[src/verilog/msx_audio_pkg.sv]
package msx_audio_pkg;

   // Mix is one bit wider than the output to catch overflow
   localparam int mix_w   = 17;
   localparam int audio_w = 16;

   // Weights of the PSG-side sources
   localparam int keyclick_shift = 5;
   localparam int cas_shift      = 4;
   localparam int psg_shift      = 4;

   // Clip values of the compressor
   localparam logic [15:0] sat_pos = 16'h7FFF;
   localparam logic [15:0] sat_neg = 16'h8000;

endpackage

[src/verilog/msx_io_pkg.sv]
package msx_io_pkg;

   // I/O port groups, compared on address bits 7 to 3
   localparam logic [7:0] io_port_psg = 8'hA0;
   localparam logic [7:0] io_port_ppi = 8'hA8;

   // Port offsets inside the PPI group
   localparam logic [1:0] ppi_port_a    = 2'd0;
   localparam logic [1:0] ppi_port_b    = 2'd1;
   localparam logic [1:0] ppi_port_c    = 2'd2;
   localparam logic [1:0] ppi_port_ctrl = 2'd3;

   // Port offsets inside the PSG group
   localparam logic [1:0] psg_port_addr = 2'd0;
   localparam logic [1:0] psg_port_data = 2'd1;
   localparam logic [1:0] psg_port_read = 2'd2;

   // PSG register numbers
   localparam logic [3:0] psg_reg_vol_a  = 4'd8;
   localparam logic [3:0] psg_reg_joy    = 4'd14;
   localparam logic [3:0] psg_reg_joysel = 4'd15;

   // Amplitude level reported by the PSG
   localparam int psg_level_w = 10;

   // PPI control byte, bit 7 picks the view
   typedef union packed {
      struct packed {
         logic       flag;
         logic [6:0] mode;
      } mode_w;
      struct packed {
         logic       flag;
         logic [2:0] unused;
         logic [2:0] bit_num;
         logic       bit_val;
      } bsr_w;
   } ppi_ctrl_word_u;

endpackage
[src/verilog/io_bus_if.sv]
`timescale 1ns/1ps

interface io_bus_if;

   // Register offset inside the port group
   logic [1:0] addr;
   logic [7:0] wdata;
   logic       wr_stb;
   logic       sel;
   logic [7:0] rdata;

   modport ctrl (
      output addr,
      output wdata,
      output wr_stb,
      output sel,
      input  rdata
   );

   modport periph (
      input  addr,
      input  wdata,
      input  wr_stb,
      input  sel,
      output rdata
   );

endinterface

[src/verilog/msx_io_top.sv]
`timescale 1ns/1ps

module msx_io_top (
   input  logic               clk21m,
   input  logic               exwait_n,
   input  logic               ce_3m58_i,
   input  logic [15:0]        cpu_addr_i,
   input  logic [7:0]         cpu_data_i,
   input  logic               cpu_iorq_n_i,
   input  logic               cpu_mreq_n_i,
   input  logic               cpu_rd_n_i,
   input  logic               cpu_wr_n_i,
   input  logic               cpu_m1_n_i,
   input  logic [7:0]         kb_data_i,
   input  logic [5:0]         joy0_i,
   input  logic [5:0]         joy1_i,
   input  logic               cas_audio_i,
   input  logic signed [15:0] cart_sound_i,
   output logic [7:0]         cpu_data_o,
   output logic               cpu_wait_n_o,
   output logic [1:0]         active_slot_o,
   output logic [3:0]         kb_row_o,
   output logic               cas_motor_o,
   output logic [15:0]        audio_o
);
   import msx_io_pkg::*;

   logic                   keyclick;
   logic [psg_level_w-1:0] psg_level;

   io_bus_if ppi_bus ();
   io_bus_if psg_bus ();

   msx_bus_ctrl u_bus_ctrl (
      .clk21m       (clk21m),
      .exwait_n     (exwait_n),
      .ce_3m58_i    (ce_3m58_i),
      .cpu_addr_i   (cpu_addr_i),
      .cpu_data_i   (cpu_data_i),
      .cpu_iorq_n_i (cpu_iorq_n_i),
      .cpu_mreq_n_i (cpu_mreq_n_i),
      .cpu_rd_n_i   (cpu_rd_n_i),
      .cpu_wr_n_i   (cpu_wr_n_i),
      .cpu_m1_n_i   (cpu_m1_n_i),
      .cpu_data_o   (cpu_data_o),
      .cpu_wait_n_o (cpu_wait_n_o),
      .ppi_bus      (ppi_bus.ctrl),
      .psg_bus      (psg_bus.ctrl)
   );

   msx_ppi u_ppi (
      .clk21m        (clk21m),
      .exwait_n      (exwait_n),
      .cpu_a_hi_i    (cpu_addr_i[15:14]),
      .kb_data_i     (kb_data_i),
      .active_slot_o (active_slot_o),
      .kb_row_o      (kb_row_o),
      .cas_motor_o   (cas_motor_o),
      .keyclick_o    (keyclick),
      .bus           (ppi_bus.periph)
   );

   msx_psg u_psg (
      .clk21m      (clk21m),
      .exwait_n    (exwait_n),
      .joy0_i      (joy0_i),
      .joy1_i      (joy1_i),
      .cas_audio_i (cas_audio_i),
      .level_o     (psg_level),
      .bus         (psg_bus.periph)
   );

   msx_sound_mix u_sound_mix (
      .clk21m       (clk21m),
      .exwait_n     (exwait_n),
      .level_i      (psg_level),
      .keyclick_i   (keyclick),
      .cas_audio_i  (cas_audio_i),
      .cas_motor_i  (cas_motor_o),
      .cart_sound_i (cart_sound_i),
      .audio_o      (audio_o)
   );

endmodule

[src/verilog/msx_sound_mix.sv]
`timescale 1ns/1ps

module msx_sound_mix (
   input  logic                              clk21m,
   input  logic                              exwait_n,
   input  logic [msx_io_pkg::psg_level_w-1:0] level_i,
   input  logic                              keyclick_i,
   input  logic                              cas_audio_i,
   input  logic                              cas_motor_i,
   input  logic signed [15:0]                cart_sound_i,
   output logic [msx_audio_pkg::audio_w-1:0] audio_o
);
   import msx_io_pkg::*;
   import msx_audio_pkg::*;

   logic [psg_level_w-1:0] psg_part;
   logic [mix_w-1:0]       psg_mix;
   logic [mix_w-1:0]       audio_mix;
   logic [audio_w-1:0]     compr;

   // Cassette is only heard while the motor is stopped
   assign psg_part = level_i
                   + (psg_level_w'(keyclick_i) << keyclick_shift)
                   + (psg_level_w'(cas_audio_i & ~cas_motor_i) << cas_shift);

   // PSG side sits four bits up, cartridge sound is sign-extended
   assign psg_mix   = mix_w'(psg_part) << 4;
   assign audio_mix = {cart_sound_i[audio_w-1], cart_sound_i} + psg_mix;

   always_comb begin
      case (audio_mix[mix_w-1 -: 3])
         3'b000:                 compr = {1'b0, audio_mix[13:0], 1'b0};
         3'b111:                 compr = {1'b1, audio_mix[13:0], 1'b0};
         3'b001, 3'b010, 3'b011: compr = sat_pos;
         default:                compr = sat_neg;
      endcase
   end

   always_ff @(posedge clk21m or negedge exwait_n) begin
      if (!exwait_n)
         audio_o <= '0;
      else
         audio_o <= compr;
   end

endmodule

[src/verilog/msx_psg.sv]
`timescale 1ns/1ps

module msx_psg (
   input  logic                              clk21m,
   input  logic                              exwait_n,
   input  logic [5:0]                        joy0_i,
   input  logic [5:0]                        joy1_i,
   input  logic                              cas_audio_i,
   output logic [msx_io_pkg::psg_level_w-1:0] level_o,
   io_bus_if.periph                          bus
);
   import msx_io_pkg::*;
   import msx_audio_pkg::*;

   logic [3:0] reg_addr_q;
   logic [7:0] regs_q [16];
   logic       wr_en;
   logic [7:0] joy_sel;
   logic [5:0] joy0_map;
   logic [5:0] joy1_map;
   logic [7:0] joy_in;
   logic [5:0] vol_sum;

   assign wr_en = bus.wr_stb & bus.sel;

   always_ff @(posedge clk21m or negedge exwait_n) begin
      if (!exwait_n) begin
         reg_addr_q <= 4'h0;
         for (int i = 0; i < 16; i++)
            regs_q[i] <= 8'h00;
      end else if (wr_en) begin
         if (bus.addr == psg_port_addr)
            reg_addr_q <= bus.wdata[3:0];
         else if (bus.addr == psg_port_data)
            regs_q[reg_addr_q] <= bus.wdata;
      end
   end

   assign joy_sel = regs_q[psg_reg_joysel];

   // Lines are active low, pins 1 to 4 come in reversed order
   assign joy0_map = joy_sel[4] ? 6'h3F :
                     {~joy0_i[5], ~joy0_i[4], ~joy0_i[0], ~joy0_i[1], ~joy0_i[2], ~joy0_i[3]};
   assign joy1_map = joy_sel[5] ? 6'h3F :
                     {~joy1_i[5], ~joy1_i[4], ~joy1_i[0], ~joy1_i[1], ~joy1_i[2], ~joy1_i[3]};

   assign joy_in = {cas_audio_i, 1'b1, joy_sel[6] ? joy1_map : joy0_map};

   always_comb begin
      if (bus.addr != psg_port_read)
         bus.rdata = 8'hFF;
      else if (reg_addr_q == psg_reg_joy)
         bus.rdata = joy_in;
      else
         bus.rdata = regs_q[reg_addr_q];
   end

   // Stand-in for the tone mixer, sum of the channel volumes
   assign vol_sum = 6'(regs_q[psg_reg_vol_a][3:0])
                  + 6'(regs_q[psg_reg_vol_a + 4'd1][3:0])
                  + 6'(regs_q[psg_reg_vol_a + 4'd2][3:0]);

   assign level_o = psg_level_w'(vol_sum) << psg_shift;

endmodule

[src/verilog/msx_ppi.sv]
`timescale 1ns/1ps

module msx_ppi (
   input  logic       clk21m,
   input  logic       exwait_n,
   input  logic [1:0] cpu_a_hi_i,
   input  logic [7:0] kb_data_i,
   output logic [1:0] active_slot_o,
   output logic [3:0] kb_row_o,
   output logic       cas_motor_o,
   output logic       keyclick_o,
   io_bus_if.periph   bus
);
   import msx_io_pkg::*;

   logic [7:0]     port_a_q;
   logic [7:0]     port_c_q;
   logic           map_valid_q;
   logic           wr_en;
   ppi_ctrl_word_u ctrl_word;

   assign wr_en     = bus.wr_stb & bus.sel;
   assign ctrl_word = bus.wdata;

   always_ff @(posedge clk21m or negedge exwait_n) begin
      if (!exwait_n) begin
         port_a_q    <= 8'h00;
         port_c_q    <= 8'h00;
         map_valid_q <= 1'b0;
      end else if (wr_en) begin
         map_valid_q <= 1'b1;
         case (bus.addr)
            ppi_port_a: port_a_q <= bus.wdata;
            ppi_port_c: port_c_q <= bus.wdata;
            ppi_port_ctrl: begin
               // Mode words are ignored, only bit set/reset acts
               if (!ctrl_word.mode_w.flag)
                  port_c_q[ctrl_word.bsr_w.bit_num] <= ctrl_word.bsr_w.bit_val;
            end
            // Port B is input only
            default: ;
         endcase
      end
   end

   always_comb begin
      case (bus.addr)
         ppi_port_a: bus.rdata = port_a_q;
         ppi_port_b: bus.rdata = kb_data_i;
         ppi_port_c: bus.rdata = port_c_q;
         default:    bus.rdata = 8'hFF;
      endcase
   end

   // Two bits of port A per 16K page
   always_comb begin
      if (!map_valid_q)
         active_slot_o = 2'b00;
      else
         active_slot_o = port_a_q[{cpu_a_hi_i, 1'b0} +: 2];
   end

   assign kb_row_o    = port_c_q[3:0];
   assign cas_motor_o = port_c_q[4];
   assign keyclick_o  = port_c_q[7];

endmodule

[src/verilog/msx_bus_ctrl.sv]
`timescale 1ns/1ps

module msx_bus_ctrl (
   input  logic        clk21m,
   input  logic        exwait_n,
   input  logic        ce_3m58_i,
   input  logic [15:0] cpu_addr_i,
   input  logic [7:0]  cpu_data_i,
   input  logic        cpu_iorq_n_i,
   input  logic        cpu_mreq_n_i,
   input  logic        cpu_rd_n_i,
   input  logic        cpu_wr_n_i,
   input  logic        cpu_m1_n_i,
   output logic [7:0]  cpu_data_o,
   output logic        cpu_wait_n_o,
   io_bus_if.ctrl      ppi_bus,
   io_bus_if.ctrl      psg_bus
);
   import msx_io_pkg::*;

   logic io_acc;
   logic sel_ppi;
   logic sel_psg;
   logic wr_req;
   logic wr_stb_q;
   logic iack_q;
   logic wait_q;
   logic wait_done_q;

   // I/O cycle outside interrupt acknowledge
   assign io_acc  = ~cpu_iorq_n_i & cpu_m1_n_i;
   assign sel_ppi = io_acc & (cpu_addr_i[7:3] == io_port_ppi[7:3]);
   assign sel_psg = io_acc & (cpu_addr_i[7:3] == io_port_psg[7:3]);

   // One strobe per I/O write, re-armed once the cycle ends
   assign wr_req = io_acc & ~cpu_wr_n_i & ~iack_q;

   always_ff @(posedge clk21m or negedge exwait_n) begin
      if (!exwait_n) begin
         wr_stb_q <= 1'b0;
         iack_q   <= 1'b0;
      end else begin
         wr_stb_q <= wr_req;
         if (cpu_iorq_n_i & cpu_mreq_n_i)
            iack_q <= 1'b0;
         else if (wr_req)
            iack_q <= 1'b1;
      end
   end

   assign ppi_bus.addr   = cpu_addr_i[1:0];
   assign ppi_bus.wdata  = cpu_data_i;
   assign ppi_bus.wr_stb = wr_stb_q;
   assign ppi_bus.sel    = sel_ppi;

   assign psg_bus.addr   = cpu_addr_i[1:0];
   assign psg_bus.wdata  = cpu_data_i;
   assign psg_bus.wr_stb = wr_stb_q;
   assign psg_bus.sel    = sel_psg;

   // M1 wait, one ce period per opcode fetch
   always_ff @(posedge clk21m or negedge exwait_n) begin
      if (!exwait_n) begin
         wait_q      <= 1'b1;
         wait_done_q <= 1'b0;
      end else if (ce_3m58_i) begin
         if (cpu_m1_n_i) begin
            wait_q      <= 1'b1;
            wait_done_q <= 1'b0;
         end else if (!wait_done_q) begin
            wait_q      <= 1'b0;
            wait_done_q <= 1'b1;
         end else begin
            wait_q <= 1'b1;
         end
      end
   end

   // Released as soon as M1 ends, even between ce pulses
   assign cpu_wait_n_o = wait_q | cpu_m1_n_i;

   always_comb begin
      if (cpu_rd_n_i || cpu_iorq_n_i)
         cpu_data_o = 8'hFF;
      else if (sel_ppi)
         cpu_data_o = ppi_bus.rdata;
      else if (sel_psg)
         cpu_data_o = psg_bus.rdata;
      else
         cpu_data_o = 8'hFF;
   end

endmodule

[config.mk]
export PLATFORM = sky130hd
export DESIGN_NAME = msx_io_top
export DESIGN_NICKNAME = d
export VERILOG_FILES = /design/src/verilog/msx_audio_pkg.sv /design/src/verilog/msx_io_pkg.sv /design/src/verilog/io_bus_if.sv /design/src/verilog/msx_io_top.sv /design/src/verilog/msx_sound_mix.sv /design/src/verilog/msx_psg.sv /design/src/verilog/msx_ppi.sv /design/src/verilog/msx_bus_ctrl.sv
export SDC_FILE = /design/constraint.sdc
export NUM_CORES = 1
export LEC_CHECK = 0
export ABC_AREA = 1
export ABC_CLOCK_PERIOD_IN_PS = 3900
export BUFFER_PORTS_ARGS = -buffer_cell sky130_fd_sc_hd__clkbuf_2
export CORE_MARGIN = 2
export CORE_UTILIZATION = 53
export DETAILED_ROUTE_END_ITERATION = 16
export GPL_TIMING_DRIVEN = 0
export HOLD_SLACK_MARGIN = 0.08
export PLACE_DENSITY = 0.77
export SYNTH_ARGS = -nofsm -noshare
export SYNTH_HDL_FRONTEND = slang
export SYNTH_SLANG_ARGS = --single-unit
export TNS_END_PERCENT = 30
[constraint.sdc]
create_clock -name clk21m -period 3.9 [get_ports clk21m]
set_input_delay 0.975 -clock clk21m [delete_from_list [all_inputs] [get_ports clk21m]]
set_output_delay 0.975 -clock clk21m [all_outputs]
set_load 0.03 [all_outputs]
* Word-level counts from Yosys, hierarchy flattened
Cells that the tools add are included.
** Word-level totals
- Word-level logic and storage cells :: 114
- Output and inout port bits :: 32
- Register bits after elaboration :: 169
** Cells by class
- Add/sub/neg operators :: 5
- Order comparisons :: 4
- Mux-type cells :: 27
- Bitwise operators :: 28
- Reduce and logical (&&, ||, !) cells :: 12
- Equal/unequal tests :: 12
- Shift-type cells :: 1
** Operators with widths (count)
- 128-bit bitwise mux :: 1
- 8-bit 2-to-1 mux :: 9
- 16-bit one-hot mux with 3 select lines :: 1
- 8-bit binary-select mux with 4-bit select :: 1
- 8-bit demux with 4-bit select :: 1
- 8-bit one-hot mux with 3 select lines :: 1
- 6-bit 2-to-1 mux :: 3
- 16-bit by 15-bit adder with 17-bit output :: 1
- 1-bit NOT :: 16
- 8-bit one-hot mux with 2 select lines :: 1
- 10-bit adder :: 1
- 10-bit by 6-bit adder with 10-bit output :: 1
- 5-bit == test, second input constant :: 2
- 1-bit bitwise AND :: 8
- 8-bit bitwise mux :: 1
- 8-bit by 4-bit variable part select with 2-bit output :: 1
- 6-bit by 4-bit adder with 6-bit output :: 1
- 1-bit by 6-bit bitwise AND with 6-bit output :: 1
- 3-bit by 2-bit == test with 1-bit output, second input constant :: 2
- 1-bit 2-to-1 mux :: 6
- 1-bit NOT with 6-bit output :: 1
- 3-bit AND reduction :: 2
- 4-bit by 4-bit adder with 5-bit output :: 1
- 5-bit >= comparator, second input constant :: 1
- 20 further kinds :: 25

* Longest topological paths before layout
- Word-level depth :: 9
- Depth in mapped cells :: 21

* Hierarchy
A second synthesis with hierarchy kept.
** Second synthesis, totals
- Cell total of the unflattened synthesis :: 1323
- Area, all modules :: 9794.4 sq um
** Modules (own cells, without submodules)
- msx_psg :: instances 1, cells each 874, seq. area each 3278.1 sq um, area an instance 6625.1 sq um
- msx_sound_mix :: instances 1, cells each 165, seq. area each 400.4 sq um, area an instance 1366.3 sq um
- msx_ppi :: instances 1, cells each 186, seq. area each 425.4 sq um, area an instance 1162.4 sq um
- msx_bus_ctrl :: instances 1, cells each 98, seq. area each 101.3 sq um, area an instance 640.6 sq um

* Least setup slack after synthesis
OpenSTA, ideal clock, no wires.
- Kind :: register to register
- Start :: register u_psg.regs_q[48] in the netlist's numbering
- End :: register u_sound_mix.audio_o[10] in the netlist's numbering
- Stages on the path, launching flop included :: 19
- Data required time :: 3.779 ns
- Setup time :: 0.121 ns
- Path slack :: 0.101 ns
- Buffers on the path :: 1
- Data arrival time :: 3.679 ns
- Clock period less this slack :: 3.799 ns
- Path through :: dfrtp_1 -> ha_1 -> fa_1 -> fa_1 -> inv_1 -> fa_1 -> xnor2_1 -> inv_1 -> ha_1 -> nand2_1 -> o21ai_0 -> nand2_1 -> nand2_1 -> nand2_1 -> nand2_1 -> nand2_1 -> nand2_1 -> buf_2 -> nand2_1
** On the way
- Longest elaborated chain between the ends :: 8
- Elaborated cells between the ends (all ways) :: 12
- Classes of those cells :: add/sub (5); eq/ne (4); mux (1); reduce/logical (2)
** RTL lines
- start: declaration :: line msx_psg.sv:16 : logic [7:0] regs_q [16];
- start signal: indexed assignment :: line msx_psg.sv:35 : regs_q[reg_addr_q] <= bus.wdata;
- 4-bit by 4-bit adder with 5-bit output (*) :: line msx_psg.sv:60 : + 6'(regs_q[psg_reg_vol_a + 4'd1][3:0])
- 6-bit by 4-bit adder with 6-bit output (*) :: line msx_psg.sv:61 : + 6'(regs_q[psg_reg_vol_a + 4'd2][3:0]);
- 10-bit by 6-bit adder with 10-bit output (*) :: line msx_sound_mix.sv:23 : + (psg_level_w'(keyclick_i) << keyclick_shift)
- 10-bit adder (*) :: line msx_sound_mix.sv:24 : + (psg_level_w'(cas_audio_i & ~cas_motor_i) << cas_shift);
- 16-bit by 15-bit adder with 17-bit output (*) :: line msx_sound_mix.sv:28 : assign audio_mix = {cart_sound_i[audio_w-1], cart_sound_i} + psg_mix;
- 3-bit by 1-bit == test with 1-bit output or 3-bit by 2-bit == test with 1-bit output (tied branches) :: line msx_sound_mix.sv:31 : case (audio_mix[mix_w-1 -: 3])
- 3-bit OR reduction :: line msx_sound_mix.sv:31
- 16-bit one-hot mux with 3 select lines (*) :: line msx_sound_mix.sv:31
- via u_sound_mix.compr[10] :: line msx_sound_mix.sv:19 : logic [audio_w-1:0] compr;
- end signal: assignment :: line msx_sound_mix.sv:43 : audio_o <= compr;
- end: declaration :: line msx_sound_mix.sv:11 : output logic [msx_audio_pkg::audio_w-1:0] audio_o
Mark *: on every way through the listed nets, which the timed path passes. The rest lies on a longest branch.
A chain may end at the register's enable or synchronous reset.

* Worst setup path in the final report
- Start :: register u_psg.reg_addr_q[1]
- End :: output port cpu_data_o[4]
** On the way
- Longest elaborated chain between the ends :: 9
- Elaborated cells between the ends (all ways) :: 10
- Classes of those cells :: eq/ne (1); mux (8); bitwise (1)
** RTL lines
- start: declaration :: line msx_psg.sv:15 : logic [3:0] reg_addr_q;
- start signal: assignment :: line msx_psg.sv:33 : reg_addr_q <= bus.wdata[3:0];
- 4-bit NOT with 5-bit output (not written as such) :: line msx_psg.sv:55 : bus.rdata = regs_q[reg_addr_q];
- 8-bit binary-select mux with 4-bit select :: line msx_psg.sv:55
- 8-bit 2-to-1 mux (not written as such) (2 in series) :: line msx_psg.sv:55
- 8-bit 2-to-1 mux (*) :: line msx_psg.sv:52 : else if (reg_addr_q == psg_reg_joy)
- 8-bit 2-to-1 mux (*) :: line msx_psg.sv:50 : if (bus.addr != psg_port_read)
- 8-bit 2-to-1 mux (*) :: line msx_bus_ctrl.sv:87 : else if (sel_psg)
- 8-bit 2-to-1 mux (*) :: line msx_bus_ctrl.sv:85 : else if (sel_ppi)
- 8-bit 2-to-1 mux (*) :: line msx_bus_ctrl.sv:83 : if (cpu_rd_n_i || cpu_iorq_n_i)
- end: declaration :: line msx_io_top.sv:19 : output logic [7:0] cpu_data_o,
Every way passes the cells marked *; elsewhere a longest branch is shown, timed or not. The select of a mux whose other input is x is not followed.

==> results.json <==
{
  "worst_hold_path.num_cells": 1,
  "synth_xor_area_share_pct": 0.964,
  "grt_pass1_vias": 8098,
  "switching_share_pct": 24.9,
  "drv_slew": 0,
  "fin_area_um2": 10600,
  "grt_overflow": 0,
  "cpPeakStageDelay_ns": 0.48,
  "relSlewSlack_pct": 46.7,
  "vdd_drop_max_uv": 309,
  "critical_path_buf_inv_count": 4,
  "clock.fmax_ghz": 0.266,
  "nets": 1430,
  "mostFrequentLayoutCell": "nand2_1",
  "power_leakage_nw": 5.68,
  "die_w_um": 135,
  "path_class": "reg -> out",
  "hold_path_class": "reg -> reg",
  "antenna_found_initial": 0,
  "gp_congestion": 0.987,
  "wl_per_cell_um": 17.2,
  "p_comb_share_pct": 7.3,
  "power.internal_w": 0.00282,
  "period_minus_slack_ns": 3.76,
  "drt_first_iter_violations": 705,
  "yosysSeqAreaShare_pct": 46.5,
  "htreeDepth": 4,
  "rr_worst_depth": 19,
  "cpMostUsedCell": "nand2_1",
  "port_buffers": 92,
  "p_per_area_nw_per_um2": 353,
  "fin_crit_sh_pct": 96.4,
  "place_area_um2": 9860,
  "yosys.area_share.adder_pct": 3.22,
  "detail-route-antenna-nets": 0,
  "worstMarginPinSlew_ns": 0.800,
  "cts_sinks": 169,
  "synth.net_count": 1306,
  "p_total_w": 0.00375,
  "r2r_start": "u_psg.regs_q[48]",
  "status": "finished clean",
  "syn2layout_area_growth_pct": 17.0,
  "fin_util_pct": 63.7,
  "clkLatencyLatePin_ns": 0.44,
  "cts_made_buffers": 17,
  "synth_top_family_by_area": "simple AND/OR/NAND/NOR gates",
  "drive_above_1_share_pct": 15.2,
  "finalHoldViolations": 0,
  "root_buffer": "clkbuf_16",
  "synth_largest_area_cell": "dfrtp_1",
  "n_antenna_cell": 0,
  "path_clk_slew_ns": 0.06,
  "fin_cells": 1573,
  "pwr-share-clk_pct": 45.3,
  "ys.flop_type": "dfrtp_1",
  "cts_tree": "built",
  "rsz0062_at_grt": "yes",
  "drt_wl_total_um": 27000,
  "crit_fanout": 10,
  "yosysTopAreaCellShare_pct": 46.2,
  "yosys_warnings": 0,
  "place_inst": 1529,
  "vias": 8589,
  "switchingPower_w": 0.000934,
  "muxShareOfSynthArea_pct": 0.124,
  "syn_area_um2": 9090,
  "hold_buffers": 0,
  "hpwl_um": 19300,
  "via_per_inst": 5.46,
  "die_y_um": 135,
  "cts_buffer_depth": 2,
  "holdPathEnd": "u_bus_ctrl.ppi_bus.wr_stb",
  "critPathArrivalTime_ns": 2.79,
  "syn_inst": 1216,
  "crit_slowest_cell": "clkbuf_1",
  "synth-seq-cells": 169,
  "skew_ns": 0.00794,
  "drcViolationCount": 0,
  "required_ns": 2.92,
  "dr.pass1.iters": 5,
  "endpoint_kind": "output pin",
  "async_reset_ff_share_pct": 100,
  "io_pins": 101,
  "synth_compound_area_share_pct": 12.8,
  "grt_pass1_wl_um": 42200,
  "dieArea_um2": 18200,
  "grt_max_degree": 99,
  "synth-edff-count": 0,
  "setup-tns-final_ns": 0,
  "setup_viol": 0,
  "synth_area_leaders": "dfrtp_1 (46%), nand2_1 (23%), o21ai_0 (9.0%), inv_1 (2.6%), nor2_1 (2.4%)",
  "core_um2": 16700,
  "grt_usage_pct": 30.4,
  "power_frac_seq_pct": 47.4,
  "core.rowCount": 47,
  "r2r_setup_slack_ns": 0.16,
  "start_kind": "flop",
  "r2r_end": "u_sound_mix.audio_o[9]",
  "avgSynthCellArea_um2": 7.48,
  "path_delay_family": "buffers and inverters",
  "crit_chain": "inv_1 -> clkbuf_1 -> clkbuf_1 -> nand2_1 -> nand2_1 -> nand2_1 -> nand2_1 -> o21ai_0 -> nand2_1 -> nand2_1 -> nand2_1 -> clkbuf_2",
  "yosys.area_share.simple_pct": 29.5,
  "max_cap_viol_count": 0,
  "synth.distinct_cells": 35,
  "holdCritStartpoint": "u_bus_ctrl.iack_q",
  "start_util_pct": 54.4,
  "layout_common_cells": "nand2_1 (558), dfrtp_1 (168), o21ai_0 (163), clkbuf_2 (95), inv_1 (62)"
}
==> worst max path at each step <==
| stage | startpoint | to | slack, ns | cells after the start |
|---|---|---|---|---|
| floorplan | u_psg.regs_q[48] | u_sound_mix.audio_o[10] | 0.10 | 18 |
| global route | u_psg.regs_q[56] | u_sound_mix.audio_o[8] | -0.06 | 19 |
| global placement | exwait_n | u_psg.regs_q[85] | -1.13 | 1 |
| CTS | u_psg.regs_q[56] | u_sound_mix.audio_o[10] | 0.04 | 19 |
| finish | u_psg.reg_addr_q[1] | cpu_data_o[4] | 0.14 | 12 |
| detailed placement | u_psg.regs_q[48] | u_sound_mix.audio_o[7] | -0.28 | 18 |
==> power groups by stage <==
stage / sequential, W / clock, W / combinational, W
CTS: 0.00178 / 0.00170 / 0.000263
global route: 0.00178 / 0.00178 / 0.000299
global placement: 0.00181 / 0 / 0.000250
finish: 0.00178 / 0.00170 / 0.000273
detailed placement: 0.00181 / 0 / 0.000258
floorplan: 0.00184 / 0 / 0.0000949
==> synth_stat cells, drive strengths merged (5+ instances only) <==
cell type,instances
nand2,576
o21ai,172
dfrtp,168
inv,63
nor2,58
buf,30
clkbuf,29
nand3,29
a21oi,24
ha,17
a221oi,10
xnor2,5
xor2,5
==> registers in the layout (all words and copies together) (netlist names) <==
register,cells
u_bus_ctrl.iack_q,1
u_ppi.port_a_q,8
u_psg.regs_q,120
u_bus_ctrl.ppi_bus.wr_stb,1
u_psg.reg_addr_q,4
u_bus_ctrl.wait_q,1
u_bus_ctrl.wait_done_q,1
u_sound_mix.audio_o,16
u_ppi.map_valid_q,1
u_ppi.port_c_q,8
u_psg.joy_sel,8
==> layout make-up <==
type | instances | area [µm²]
Inverter | 64 | 240
Clock buffer | 20 | 447
Tap cell | 220 | 275
Fill cell | 1504 | 6070
Clock inverter | 12 | 143
Timing Repair Buffer | 105 | 587
Buffer | 59 | 393
Sequential cell | 169 | 4230
Multi-Input combinational cell | 924 | 4320
==> logic make-up after synthesis <==
group | after synthesis
XOR/XNOR | 10
AND/OR/NAND/NOR | 673
flip-flops | 169
buffers and inverters | 123
AO/OA/AOI/OAI | 219
multiplexers | 1
adder cells (fa/ha/maj) | 21
==> through the flow <==
stage | worst slack [ns] | hold WS (ns)
floorplan | 0.101 | 0.400
global placement | -1.13 | 0.409
detailed placement | -0.282 | 0.413
CTS | 0.0371 | 0.421
global route | -0.0582 | 0.428
finish | 0.139 | 0.419
==> routing by layer <==
layer,global-route usage [%],share of wire [%],vias to the layer above
met5,0,0,-
met4,15.6,5.1,0
met3,5.89,6.8,92
met1,38.9,41,4025
met2,49.3,47,330
li1,-,-,4142
==> what timing repair did <==
item	in CTS	in global routing
setup endpoints to repair	15	22
gates resized for setup	10	25
pin swaps	4	11
gates cloned	0	1
buffers inserted	4	7
No activity file was read; power rests on OpenSTA's default activity.
